## src/rtl/core_pkg.sv

```systemverilog
package core_pkg;

    // Datapath word, also used for byte addresses
    typedef logic [31:0] word_t;

    // Register index
    typedef logic [4:0] reg_addr_t;

    // Multicycle sequencing
    typedef enum logic [2:0] {
        st_idle,
        st_fetch,
        st_decode,
        st_execute,
        st_memory,
        st_writeback
    } core_state_e;

endpackage

```

## src/rtl/rv_isa_pkg.sv

```systemverilog
package rv_isa_pkg;

    // Instruction word and its fields
    typedef logic [31:0] instr_t;
    typedef logic [6:0]  opcode_t;
    typedef logic [2:0]  funct3_t;
    typedef logic [6:0]  funct7_t;

    // Major opcodes of the supported RV32I subset
    localparam opcode_t op_r      = 7'b0110011;
    localparam opcode_t op_imm    = 7'b0010011;
    localparam opcode_t op_load   = 7'b0000011;
    localparam opcode_t op_store  = 7'b0100011;
    localparam opcode_t op_branch = 7'b1100011;
    localparam opcode_t op_jal    = 7'b1101111;
    localparam opcode_t op_jalr   = 7'b1100111;
    localparam opcode_t op_lui    = 7'b0110111;
    localparam opcode_t op_auipc  = 7'b0010111;

    // Instruction format, selects the immediate layout
    typedef enum logic [2:0] {
        r_type,
        i_type,
        s_type,
        b_type,
        u_type,
        j_type
    } encoding_e;

    typedef enum logic {
        alu_add,
        alu_sub
    } alu_op_e;

endpackage

```

## src/rtl/core_fsm.sv

```systemverilog
`timescale 1ns/1ns

module core_fsm (
    input  logic                      clk,
    input  logic                      arst_n,
    input  logic                      run,
    input  logic                      mem_read,
    input  logic                      mem_write,
    output core_pkg::core_state_e     state,
    output logic                      ir_load,
    output logic                      pc_update,
    output logic                      rf_we,
    output logic                      dmem_we,
    output logic                      retire
);
    import core_pkg::*;

    core_state_e next_state;

    always_ff @(posedge clk or negedge arst_n) begin
        if (!arst_n) begin
            state <= st_idle;
        end else begin
            state <= next_state;
        end
    end

    always_comb begin
        next_state = state;
        case (state)
            st_idle: begin
                if (run) begin
                    next_state = st_fetch;
                end
            end
            st_fetch: next_state = st_decode;
            st_decode: next_state = st_execute;
            st_execute: begin
                // Loads and stores take the extra memory cycle
                if (mem_read || mem_write) begin
                    next_state = st_memory;
                end else begin
                    next_state = st_writeback;
                end
            end
            st_memory: next_state = st_writeback;
            st_writeback: begin
                next_state = run ? st_fetch : st_idle;
            end
            default: next_state = st_idle;
        endcase
    end

    // Strobes, each active in a single state
    assign ir_load   = (state == st_decode);
    assign dmem_we   = (state == st_memory) && mem_write;
    assign pc_update = (state == st_writeback);
    assign rf_we     = (state == st_writeback);
    assign retire    = (state == st_writeback);

endmodule

```

## src/rtl/exec_unit.sv

```systemverilog
`timescale 1ns/1ns

module exec_unit (
    input  core_pkg::word_t       pc,
    input  rv_isa_pkg::instr_t    instr,
    input  rv_isa_pkg::encoding_e encoding,
    input  rv_isa_pkg::alu_op_e   alu_op,
    input  logic                  alu_src,
    input  logic                  is_branch,
    input  core_pkg::word_t       rdata1,
    input  core_pkg::word_t       rdata2,
    output core_pkg::word_t       alu_result,
    output core_pkg::word_t       link_value,
    output core_pkg::word_t       next_pc
);
    import rv_isa_pkg::*;
    import core_pkg::*;

    opcode_t opcode;
    word_t   imm;
    word_t   operand_b;
    word_t   sum;
    word_t   pc_plus_imm;
    logic    take_branch;

    assign opcode = instr[6:0];

    always_comb begin
        case (encoding)
            i_type:  imm = {{20{instr[31]}}, instr[31:20]};
            s_type:  imm = {{20{instr[31]}}, instr[31:25], instr[11:7]};
            b_type:  imm = {{19{instr[31]}}, instr[31], instr[7], instr[30:25],
                            instr[11:8], 1'b0};
            u_type:  imm = {instr[31:12], 12'b0};
            j_type:  imm = {{11{instr[31]}}, instr[31], instr[19:12], instr[20],
                            instr[30:21], 1'b0};
            default: imm = '0;
        endcase
    end

    assign operand_b   = alu_src ? imm : rdata2;
    assign sum         = (alu_op == alu_sub) ? rdata1 - operand_b : rdata1 + operand_b;
    assign pc_plus_imm = pc + imm;
    assign link_value  = pc + 32'd4;

    always_comb begin
        if (opcode == op_lui) begin
            alu_result = imm;
        end else if (opcode == op_auipc) begin
            alu_result = pc_plus_imm;
        end else begin
            alu_result = sum;
        end
    end

    // Only funct3 000 compares, via the zero result of the subtract
    assign take_branch = (encoding == b_type) && (instr[14:12] == 3'b000) && (sum == '0);

    always_comb begin
        next_pc = link_value;
        if (is_branch) begin
            if (encoding == j_type || take_branch) begin
                next_pc = pc_plus_imm;
            end else if (encoding == i_type) begin
                // JALR target with bit 0 cleared
                next_pc = {sum[31:1], 1'b0};
            end
        end
    end

endmodule

```

## src/rtl/instr_decoder.sv

```systemverilog
`timescale 1ns/1ns

module instr_decoder (
    input  logic                  clk,
    input  logic                  arst_n,
    input  logic                  ir_load,
    input  rv_isa_pkg::instr_t    mem_word,
    output rv_isa_pkg::instr_t    instr,
    output logic                  reg_write,
    output logic                  alu_src,
    output logic                  mem_read,
    output logic                  mem_write,
    output logic                  mem_to_reg,
    output logic                  is_branch,
    output rv_isa_pkg::encoding_e encoding,
    output rv_isa_pkg::alu_op_e   alu_op
);
    import rv_isa_pkg::*;

    localparam funct7_t funct7_sub = 7'b0100000;
    localparam funct3_t funct3_beq = 3'b000;

    opcode_t opcode;
    funct3_t funct3;
    funct7_t funct7;

    // Instruction register, a zero word decodes to no control activity
    always_ff @(posedge clk or negedge arst_n) begin
        if (!arst_n) begin
            instr <= '0;
        end else if (ir_load) begin
            instr <= mem_word;
        end
    end

    assign opcode = instr[6:0];
    assign funct3 = instr[14:12];
    assign funct7 = instr[31:25];

    always_comb begin
        reg_write  = 1'b0;
        alu_src    = 1'b0;
        mem_read   = 1'b0;
        mem_write  = 1'b0;
        mem_to_reg = 1'b0;
        is_branch  = 1'b0;
        encoding   = r_type;

        case (opcode)
            op_r: begin
                encoding  = r_type;
                reg_write = 1'b1;
            end
            op_imm: begin
                encoding  = i_type;
                reg_write = 1'b1;
                alu_src   = 1'b1;
            end
            op_load: begin
                encoding   = i_type;
                reg_write  = 1'b1;
                alu_src    = 1'b1;
                mem_read   = 1'b1;
                mem_to_reg = 1'b1;
            end
            op_store: begin
                encoding  = s_type;
                alu_src   = 1'b1;
                mem_write = 1'b1;
            end
            op_branch: begin
                encoding  = b_type;
                is_branch = 1'b1;
            end
            // Jumps also write the link register
            op_jalr: begin
                encoding  = i_type;
                is_branch = 1'b1;
                reg_write = 1'b1;
                alu_src   = 1'b1;
            end
            op_jal: begin
                encoding  = j_type;
                is_branch = 1'b1;
                reg_write = 1'b1;
            end
            op_lui, op_auipc: begin
                encoding  = u_type;
                reg_write = 1'b1;
            end
            default: begin
                encoding = r_type;
            end
        endcase

        // Everything else falls back to add
        alu_op = alu_add;
        if (opcode == op_r && funct3 == 3'b000 && funct7 == funct7_sub) begin
            alu_op = alu_sub;
        end else if (opcode == op_branch && funct3 == funct3_beq) begin
            alu_op = alu_sub;
        end
    end

endmodule

```

## src/rtl/pc_counter.sv

```systemverilog
`timescale 1ns/1ns

module pc_counter #(
    parameter int IMEM_AW = 5
) (
    input  logic            clk,
    input  logic            arst_n,
    input  logic            pc_update,
    input  core_pkg::word_t next_pc,
    output core_pkg::word_t pc
);
    import core_pkg::*;

    // Upper bits dropped so the pc wraps over the instruction memory
    always_ff @(posedge clk or negedge arst_n) begin
        if (!arst_n) begin
            pc <= '0;
        end else if (pc_update) begin
            pc <= word_t'(next_pc[IMEM_AW+1:0]);
        end
    end

endmodule

```

## src/rtl/reg_file.sv

```systemverilog
`timescale 1ns/1ns

module reg_file (
    input  logic                clk,
    input  logic                arst_n,
    input  logic                we,
    input  core_pkg::reg_addr_t rs1,
    input  core_pkg::reg_addr_t rs2,
    input  core_pkg::reg_addr_t rd,
    input  core_pkg::word_t     wdata,
    output core_pkg::word_t     rdata1,
    output core_pkg::word_t     rdata2
);
    import core_pkg::*;

    word_t regs [32];

    always_ff @(posedge clk or negedge arst_n) begin
        if (!arst_n) begin
            for (int i = 0; i < 32; i++) begin
                regs[i] <= '0;
            end
        end else if (we && rd != '0) begin
            regs[rd] <= wdata;
        end
    end

    // x0 reads as zero regardless of contents
    assign rdata1 = (rs1 == '0) ? '0 : regs[rs1];
    assign rdata2 = (rs2 == '0) ? '0 : regs[rs2];

endmodule

```

## src/rtl/rv_mc_core.sv

```systemverilog
`timescale 1ns/1ns

module rv_mc_core #(
    parameter int IMEM_AW = 5,
    parameter int DMEM_AW = 4
) (
    input  logic                clk,
    input  logic                arst_n,
    input  logic                run,
    input  logic                load_we,
    input  logic [IMEM_AW-1:0]  load_addr,
    input  rv_isa_pkg::instr_t  load_data,
    output logic                retire,
    output core_pkg::word_t     retire_pc,
    output core_pkg::reg_addr_t retire_rd,
    output core_pkg::word_t     retire_data,
    output logic                store_we,
    output core_pkg::word_t     store_addr,
    output core_pkg::word_t     store_data
);
    import rv_isa_pkg::*;
    import core_pkg::*;

    core_state_e state;
    logic        ir_load;
    logic        pc_update;
    logic        rf_we;
    logic        dmem_we;
    logic        reg_write;
    logic        alu_src;
    logic        mem_read;
    logic        mem_write;
    logic        mem_to_reg;
    logic        is_branch;
    encoding_e   encoding;
    alu_op_e     alu_op;
    instr_t      imem_word;
    instr_t      instr;
    word_t       pc;
    word_t       next_pc;
    word_t       rdata1;
    word_t       rdata2;
    word_t       alu_result;
    word_t       link_value;
    word_t       dmem_rdata;
    word_t       wb_data;
    reg_addr_t   rs1;
    reg_addr_t   rs2;
    reg_addr_t   rd;

    assign rs1 = instr[19:15];
    assign rs2 = instr[24:20];
    assign rd  = instr[11:7];

    core_fsm i_core_fsm (
        .clk       (clk),
        .arst_n    (arst_n),
        .run       (run),
        .mem_read  (mem_read),
        .mem_write (mem_write),
        .state     (state),
        .ir_load   (ir_load),
        .pc_update (pc_update),
        .rf_we     (rf_we),
        .dmem_we   (dmem_we),
        .retire    (retire)
    );

    pc_counter #(.IMEM_AW(IMEM_AW)) i_pc_counter (
        .clk       (clk),
        .arst_n    (arst_n),
        .pc_update (pc_update),
        .next_pc   (next_pc),
        .pc        (pc)
    );

    // Instruction memory, written only from the load port while idle
    word_mem #(.AW(IMEM_AW)) i_imem (
        .clk    (clk),
        .arst_n (arst_n),
        .we     (load_we && state == st_idle),
        .waddr  (load_addr),
        .raddr  (pc[IMEM_AW+1:2]),
        .wdata  (load_data),
        .rdata  (imem_word)
    );

    instr_decoder i_instr_decoder (
        .clk        (clk),
        .arst_n     (arst_n),
        .ir_load    (ir_load),
        .mem_word   (imem_word),
        .instr      (instr),
        .reg_write  (reg_write),
        .alu_src    (alu_src),
        .mem_read   (mem_read),
        .mem_write  (mem_write),
        .mem_to_reg (mem_to_reg),
        .is_branch  (is_branch),
        .encoding   (encoding),
        .alu_op     (alu_op)
    );

    reg_file i_reg_file (
        .clk    (clk),
        .arst_n (arst_n),
        .we     (rf_we && reg_write),
        .rs1    (rs1),
        .rs2    (rs2),
        .rd     (rd),
        .wdata  (wb_data),
        .rdata1 (rdata1),
        .rdata2 (rdata2)
    );

    exec_unit i_exec_unit (
        .pc         (pc),
        .instr      (instr),
        .encoding   (encoding),
        .alu_op     (alu_op),
        .alu_src    (alu_src),
        .is_branch  (is_branch),
        .rdata1     (rdata1),
        .rdata2     (rdata2),
        .alu_result (alu_result),
        .link_value (link_value),
        .next_pc    (next_pc)
    );

    word_mem #(.AW(DMEM_AW)) i_dmem (
        .clk    (clk),
        .arst_n (arst_n),
        .we     (dmem_we),
        .waddr  (alu_result[DMEM_AW+1:2]),
        .raddr  (alu_result[DMEM_AW+1:2]),
        .wdata  (rdata2),
        .rdata  (dmem_rdata)
    );

    // Write-back select, jumps are the branches that write a register
    always_comb begin
        if (mem_to_reg) begin
            wb_data = dmem_rdata;
        end else if (is_branch && reg_write) begin
            wb_data = link_value;
        end else begin
            wb_data = alu_result;
        end
    end

    assign retire_pc   = pc;
    assign retire_rd   = reg_write ? rd : '0;
    assign retire_data = (retire_rd == '0) ? '0 : wb_data;

    assign store_we   = dmem_we;
    assign store_addr = alu_result;
    assign store_data = rdata2;

endmodule

```

## src/rtl/word_mem.sv

```systemverilog
`timescale 1ns/1ns

module word_mem #(
    parameter int AW = 4
) (
    input  logic            clk,
    input  logic            arst_n,
    input  logic            we,
    input  logic [AW-1:0]   waddr,
    input  logic [AW-1:0]   raddr,
    input  core_pkg::word_t wdata,
    output core_pkg::word_t rdata
);
    import core_pkg::*;

    word_t mem [2**AW];

    always_ff @(posedge clk or negedge arst_n) begin
        if (!arst_n) begin
            for (int i = 0; i < 2**AW; i++) begin
                mem[i] <= '0;
            end
            rdata <= '0;
        end else begin
            if (we) begin
                mem[waddr] <= wdata;
            end
            // Registered read, old data on a same-address write
            rdata <= mem[raddr];
        end
    end

endmodule

```

## config.mk

```make
export PLATFORM = sky130hd
export DESIGN_NAME = rv_mc_core
export DESIGN_NICKNAME = d
export VERILOG_FILES = /design/src/rtl/core_pkg.sv /design/src/rtl/rv_isa_pkg.sv /design/src/rtl/core_fsm.sv /design/src/rtl/exec_unit.sv /design/src/rtl/instr_decoder.sv /design/src/rtl/pc_counter.sv /design/src/rtl/reg_file.sv /design/src/rtl/rv_mc_core.sv /design/src/rtl/word_mem.sv
export SDC_FILE = /design/constraint.sdc
export NUM_CORES = 2
export LEC_CHECK = 0
export BUFFER_PORTS_ARGS = -buffer_cell sky130_fd_sc_hd__buf_2
export CAP_MARGIN = 0
export CORE_UTILIZATION = 58
export DETAILED_ROUTE_END_ITERATION = 6
export GPL_TIMING_DRIVEN = 0
export MAX_ROUTING_LAYER = met4
export PLACE_DENSITY = 0.77
export SETUP_SLACK_MARGIN = 0.1
export SYNTH_ARGS = -nofsm -noshare
export SYNTH_HDL_FRONTEND = slang
export SYNTH_HIERARCHICAL = 1
export SYNTH_SLANG_ARGS = --single-unit
```

## constraint.sdc

```tcl
create_clock -name clk -period 9.1 [get_ports clk]
set_clock_uncertainty 0.15 [all_clocks]
set_input_delay 2.275 -clock clk [delete_from_list [all_inputs] [get_ports clk]]
set_output_delay 2.275 -clock clk [all_outputs]
set_load 0.03 [all_outputs]
```

Word level (Yosys, flattened, before mapping)
Index checks and enable logic that the tools add are counted.
W data, S select, Z words.
{ "classes": {"n_shift": 0, "n_mux": 47, "bitwise_logic": 6, "mul": 0, "n_eq_ne": 21, "reduce_logical": 27, "div": 0, "magnitude_cmp": 9, "addsub": 4} }
{ "op_table": {"columns": ["operator", "count"], "rows": [
  ["$bwmux W1024", 2],
  ["$mux W32", 20],
  ["$bwmux W512", 1],
  ["$bmux W32 S5", 3],
  ["$demux W32 S5", 2],
  ["$pmux W32 S5", 1],
  ["$bmux W32 S4", 1],
  ["$demux W32 S4", 1],
  ["$add A32 B32 Y32", 1],
  ["$add A7 B32 Y32", 1],
  ["$logic_not A32 Y1", 1],
  ["$sub A32 B32 Y32", 1],
  ["$ge A6 B6 Y1 const B", 5],
  ["$not A5 Y6", 5],
  ["$eq A7 B6 Y1 const B", 4],
  ["$eq A7 B7 Y1 const B", 3],
  ["$mux W7", 3],
  ["$pmux W3 S6", 1],
  ["$logic_not A5 Y1", 3],
  ["$pmux W3 S5", 1],
  ["$eq A7 B5 Y1 const B", 2],
  ["$logic_and A1 B1 Y1", 13],
  ["$eq A3 B2 Y1 const B", 4],
  ["$eq A3 B3 Y1 const B", 4],
  ["other kinds (18)", 31]
]} }
{ "totals": {"ram_bits": 0, "memories": 0, "ff_bits": 2666, "latch_bits": 0, "rom_bits": 0, "elab_cells": 199} }

Depth between registers and ports, before layout
{ "logic_depth": {"word_depth": 16, "depth_mapped": 35, "mapped_depth_nobuf": 30} }

By module
The synthesis kept the hierarchy.
{ "by_module_without_submodules": {"columns": ["mod", "cells_each", "n_inst", "area_each_um2"], "rows": [
  ["reg_file", 3538, 1, 54049.3],
  ["word_mem at i_imem", 3479, 1, 47850.9],
  ["word_mem at i_dmem", 1436, 1, 23588.9],
  ["exec_unit", 1123, 1, 7324.5],
  ["instr_decoder", 97, 1, 1353.8],
  ["rv_mc_core", 190, 1, 1114.8],
  ["pc_counter", 41, 1, 483.0],
  ["core_fsm", 19, 1, 203.9]
]} }

Worst setup path before layout
Ideal clock, no wire load.
{ "synth_timing": {"path_type": "reg2out", "startpoint": "register i_instr_decoder.instr[4]", "endpoint": "output port retire_data[31]", "path_stages_with_launch": 33, "arrival_ns": 7.997, "path_slack_ns": -1.322, "t_required_ns": 6.675, "path_cell_list": "dfrtp_1 and3b_2 nand2_1 a211oi_1 clkbuf_1 buf_1 clkbuf_1 clkbuf_1 mux2_2 inv_1 ha_1 o21ai_0 nor4_1 o21ai_0 nor2_1 and2_1 and3_1 a21oi_1 xnor2_1 ha_1 clkbuf_1 a21o_1 a21o_1 a21oi_1 o21a_1 nor3_1 a21oi_1 a21oi_1 xnor2_1 clkbuf_1 o21ai_0 a211oi_1 nor3_1"} }
{ "synth_via": {"elab_cells_between_ends": 43, "cone_classes": "3 x add/sub; 14 x eq/ne; 16 x mux; 10 x reduce/logical"} }
{ "synth_rtl": {"columns": ["element", "line", "rtl"], "rows": [
  ["start: declaration", "instr_decoder.sv:8", "output rv_isa_pkg::instr_t instr,"],
  ["start signal: assignment", "instr_decoder.sv:32", "instr <= mem_word;"],
  ["$eq A7 B5 Y1, or another cell as far along", "instr_decoder.sv:49", "case (opcode)"],
  ["$reduce_or A4 Y1 (no line) *", null, null],
  ["$mux W1 *", "instr_decoder.sv:49", null],
  ["via alu_src", "rv_mc_core.sv:30", "logic alu_src;"],
  ["$mux W32 *", "exec_unit.sv:41", "assign operand_b = alu_src ? imm : rdata2;"],
  ["$add A32 B32 Y32 or $sub A32 B32 Y32 (tied branches)", "exec_unit.sv:42", "assign sum = (alu_op == alu_sub) ? rdata1 - operand_b : rdata1 + operand_b;"],
  ["$mux W32 *", "exec_unit.sv:42", null],
  ["$mux W32 *", "exec_unit.sv:49", "end else if (opcode == op_auipc) begin"],
  ["$mux W32 *", "exec_unit.sv:47", "if (opcode == op_lui) begin"],
  ["via store_addr[31]", "rv_mc_core.sv:18", "output core_pkg::word_t store_addr,"],
  ["$mux W32 *", "rv_mc_core.sv:144", "end else if (is_branch && reg_write) begin"],
  ["$mux W32 *", "rv_mc_core.sv:142", "if (mem_to_reg) begin"],
  ["$mux W32 *", "rv_mc_core.sv:153", "assign retire_data = (retire_rd == '0) ? '0 : wb_data;"],
  ["end: declaration", "rv_mc_core.sv:16", "output core_pkg::word_t retire_data,"]
]} }
The timed path passes the listed nets; every way through them passes the cells marked *.

Worst setup path after layout
{ "layout_timing": {"startpoint": "register i_instr_decoder.instr[21]", "endpoint": "output port retire_data[30]"} }
{ "layout_via": {"elab_chain_cells": 13, "elab_cells_between_ends": 17, "cone_classes": "3 x add/sub; 12 x mux; 1 x bitwise; 1 x reduce/logical"} }
{ "layout_lines": {"columns": ["element", "line", "rtl"], "rows": [
  ["$not A5 Y6 (implied by the code)", "reg_file.sv:30", "assign rdata2 = (rs2 == '0) ? '0 : regs[rs2];"],
  ["$bmux W32 S5", "reg_file.sv:30", null],
  ["$mux W32 (implied by the code) (2 in series)", "reg_file.sv:30", null],
  ["$mux W32", "reg_file.sv:30", null],
  ["$mux W32", "exec_unit.sv:41", null],
  ["$add A32 B32 Y32 or $sub A32 B32 Y32 (tied branches)", "exec_unit.sv:42", null],
  ["$mux W32", "exec_unit.sv:42", null],
  ["$mux W32 *", "exec_unit.sv:49", null],
  ["$mux W32 *", "exec_unit.sv:47", null],
  ["$mux W32 *", "rv_mc_core.sv:144", null],
  ["$mux W32 *", "rv_mc_core.sv:142", null],
  ["$mux W32 *", "rv_mc_core.sv:153", null]
]} }
Every way passes the cells marked *; elsewhere a longest branch is shown, timed or not. The select of a mux whose other input is x is not followed.

==> results.toml <==
[status]
status = "finished, violations left"
violations = "capacitance limit, slew limit, setup timing"

[die]
core_area_sq_um = 231000
die_h_microns = 485
start_util = 0.586
core.rowCount = 176
dieArea_sq_um = 235000
ios = 176
die_width_microns = 485

[synth]
yosys_warnings = 6
syn_area_sq_um = 135000
syn_inst = 9830
synth.avg_cell_area_sq_um = 13.8

[pwr]
p_sw_w = 0.0308
p_leak_nw = 74.1
p_int_w = 0.0322
sw_frac_of_total = 0.489
seq_power_share = 0.223
ir_drop_v = 0.000869
comb_power_share = 0.584
powerDensity_nw_per_um2 = 404
clock_power_share = 0.194

[timing]
fin_ws_ns = -1.48
final-hold-violation-count = 0
setup_viol = 47
post-route-min-period_ns = 10.58
fmax_mhz = 94.5
relSlewSlack = -0.0877
finalCritPeriodShare = 1.16
hold_slack_ns = 0.322
tightest_slew_ns = 1.62
timing.final.max_slew_violations = 23
rsz0062_at_grt = "yes"

[cells_and_area]
nFillCells = 16200
synthToLayoutAreaGrowth_pct = 15.5
final_util = 0.677
regArea_sq_um = 66700
multi_input_area_sq_um = 66700
layout-drive-gt1-share = 0.453
num-nets-final = 10600

[clock_network]
cts-hold-fix-buffers = 0
cts_buffer_depth = 4
ctsRootBufferMaster = "clkbuf_16"
cts_buffers = 298
cts_tree = "built"
cts_sinks = 2666
clkLatencyLatePin_ns = 0.98
htreeDepth = 5
clk_pin_slew_ns = 0.06

[routing]
avgViaCountPerCell = 6.88
drc = 0
final_antenna_net_count = 0
wl_microns = 468000
dr.pass1.iters = 6
vias = 94900
wire_per_inst_microns = 33.9
drt_iter0_drc = 10100

[global_route]
antenna_found_initial = 26
met3_usage = 0.0960
grt-ovfl-total = 0
grt_max_degree = 175
met2_usage = 0.593
grt_first_pass_wirelength_microns = 675000
busiest_layer = "met2"
grt_util_all_layers = 0.408
grt_pass1_vias = 97100
use_met1 = 0.513

[critical_path]
crit_family = "simple AND/OR/NAND/NOR gates"
end_kind = "primary output"
path_buf_inv = 6
slowest_stage = "mux4_2"
crit_fanout = 6
crit_top_cell = "a21oi_4"
worstSetupPathType = "reg2out"
cp_data_arrival_time_ns = 8.16
cpPeakStageDelay_ns = 0.62
critPathLaunchType = "flop"
required_ns = 6.68

[placed_design]
dp_hpwl_microns = 338000
gp_congestion = 1.04
portBuffers = 150
dp_slack_ns = -3.35

[flow_run]
cap_violations = 3

[hold_path]
hold_path_class = "reg2reg"
-- state kept, by name, indices dropped and copies added (netlist names) --
name,count
i_reg_file/regs,1024
i_imem/mem,1024
i_pc_counter/pc,7
i_imem/rdata,32
i_dmem/mem,512
i_instr_decoder/instr,32
i_dmem/rdata,32
i_core_fsm/state,3
-- cell type report --
cell class / instances / share of cell area
sequential: 2666 / 0.427
multi-input combinational: 6159 / 0.427
clock buffer: 423 / 0.0565
buffer: 977 / 0.0341
tap: 3026 / 0.0242
timing repair buffer: 400 / 0.0234
clock inverter: 87 / 0.00664
inverter: 40 / 0.00101
antenna: 24 / 0.000384
-- worst paths after layout --
kind,startpoint,end,slack [ns],depth (start not counted)
worst max-delay path,i_instr_decoder/instr[21],retire_data[30],-1.48,30
worst min-delay path,i_imem/rdata[7],i_instr_decoder/instr[7],0.32,1
worst max register to register,i_instr_decoder/instr[21],i_reg_file/regs[670],0.13,33
worst min register to register,i_imem/rdata[7],i_instr_decoder/instr[7],0.32,1
max in group asynchronous,arst_n,i_imem/mem[689],3.02,7
min in group asynchronous,arst_n,i_reg_file/regs[471],1.16,1
-- power by group through the flow --
stage	combinational (W)	sequential [W]	clock, W
2_1_floorplan	0.0177	0.0138	0
3_3_place_gp	0.0300	0.0142	0
3_5_place_dp	0.0310	0.0142	0
4_1_cts	0.0340	0.0140	0.0123
5_1_grt	0.0375	0.0141	0.0128
6_report	0.0368	0.0140	0.0122
-- metal layers --
layer | up-vias | wire length, microns
li1 | 38200 | -
met1 | 49800 | 177000
met2 | 5332 | 209000
met3 | 1562 | 45300
met4 | 0 | 36700
met5 | - | 0
-- worst register-to-register path: cells and delay by family (launching register included) --
family | cells | cell delay (ns)
flip-flops | 1 | 0.58
buffers and inverters | 8 | 1.56
XOR/XNOR | 1 | 0.22
multiplexers | 3 | 1.41
AND/OR/NAND/NOR | 10 | 3.08
adder cells (fa/ha/maj) | 1 | 0.29
AO/OA/AOI/OAI | 10 | 1.62
-- what timing repair did --
| item | in CTS | in global routing |
|---|---|---|
| endpoints found under the setup margin | 900 | 79 |
| hold endpoints to repair | 0 | 0 |
| cloned | 2 | 1 |
| pin swaps | 107 | 124 |
| setup buffers | 129 | 76 |
| resized for setup | 602 | 211 |
-- through the flow --
step	TNS [ns]	instances	cell area, sq um	total power [W]
finish	-37.97	13800	156000	0.0631
global route	-42.89	13800	156000	0.0645
CTS	-34.39	13700	155000	0.0603
floorplan	0	9854	136000	0.0316
global placement	-	13000	140000	0.0442
detailed placement	-813.48	13100	141000	0.0452
-- cells in the final DEF, fill, tap and decap left out, types with 44 or more instances in the layout --
master	instances
dfrtp_1	2659
mux2_2	2529
mux2i_1	691
mux4_2	587
clkbuf_1	476
buf_2	353
clkbuf_16	306
buf_4	257
nand2_1	246
a21oi_1	185
a22oi_1	184
nor2_1	155
buf_6	154
nand3_1	125
a22o_1	121
o22ai_1	89
clkbuf_8	85
nor3_1	79
nor2b_1	75
buf_1	69
mux2_1	64
xnor2_1	50
o21ai_0	50
ha_1	48
clkinv_2	47
a31oi_1	44
Note: power is estimated with default switching activity, not from simulation.
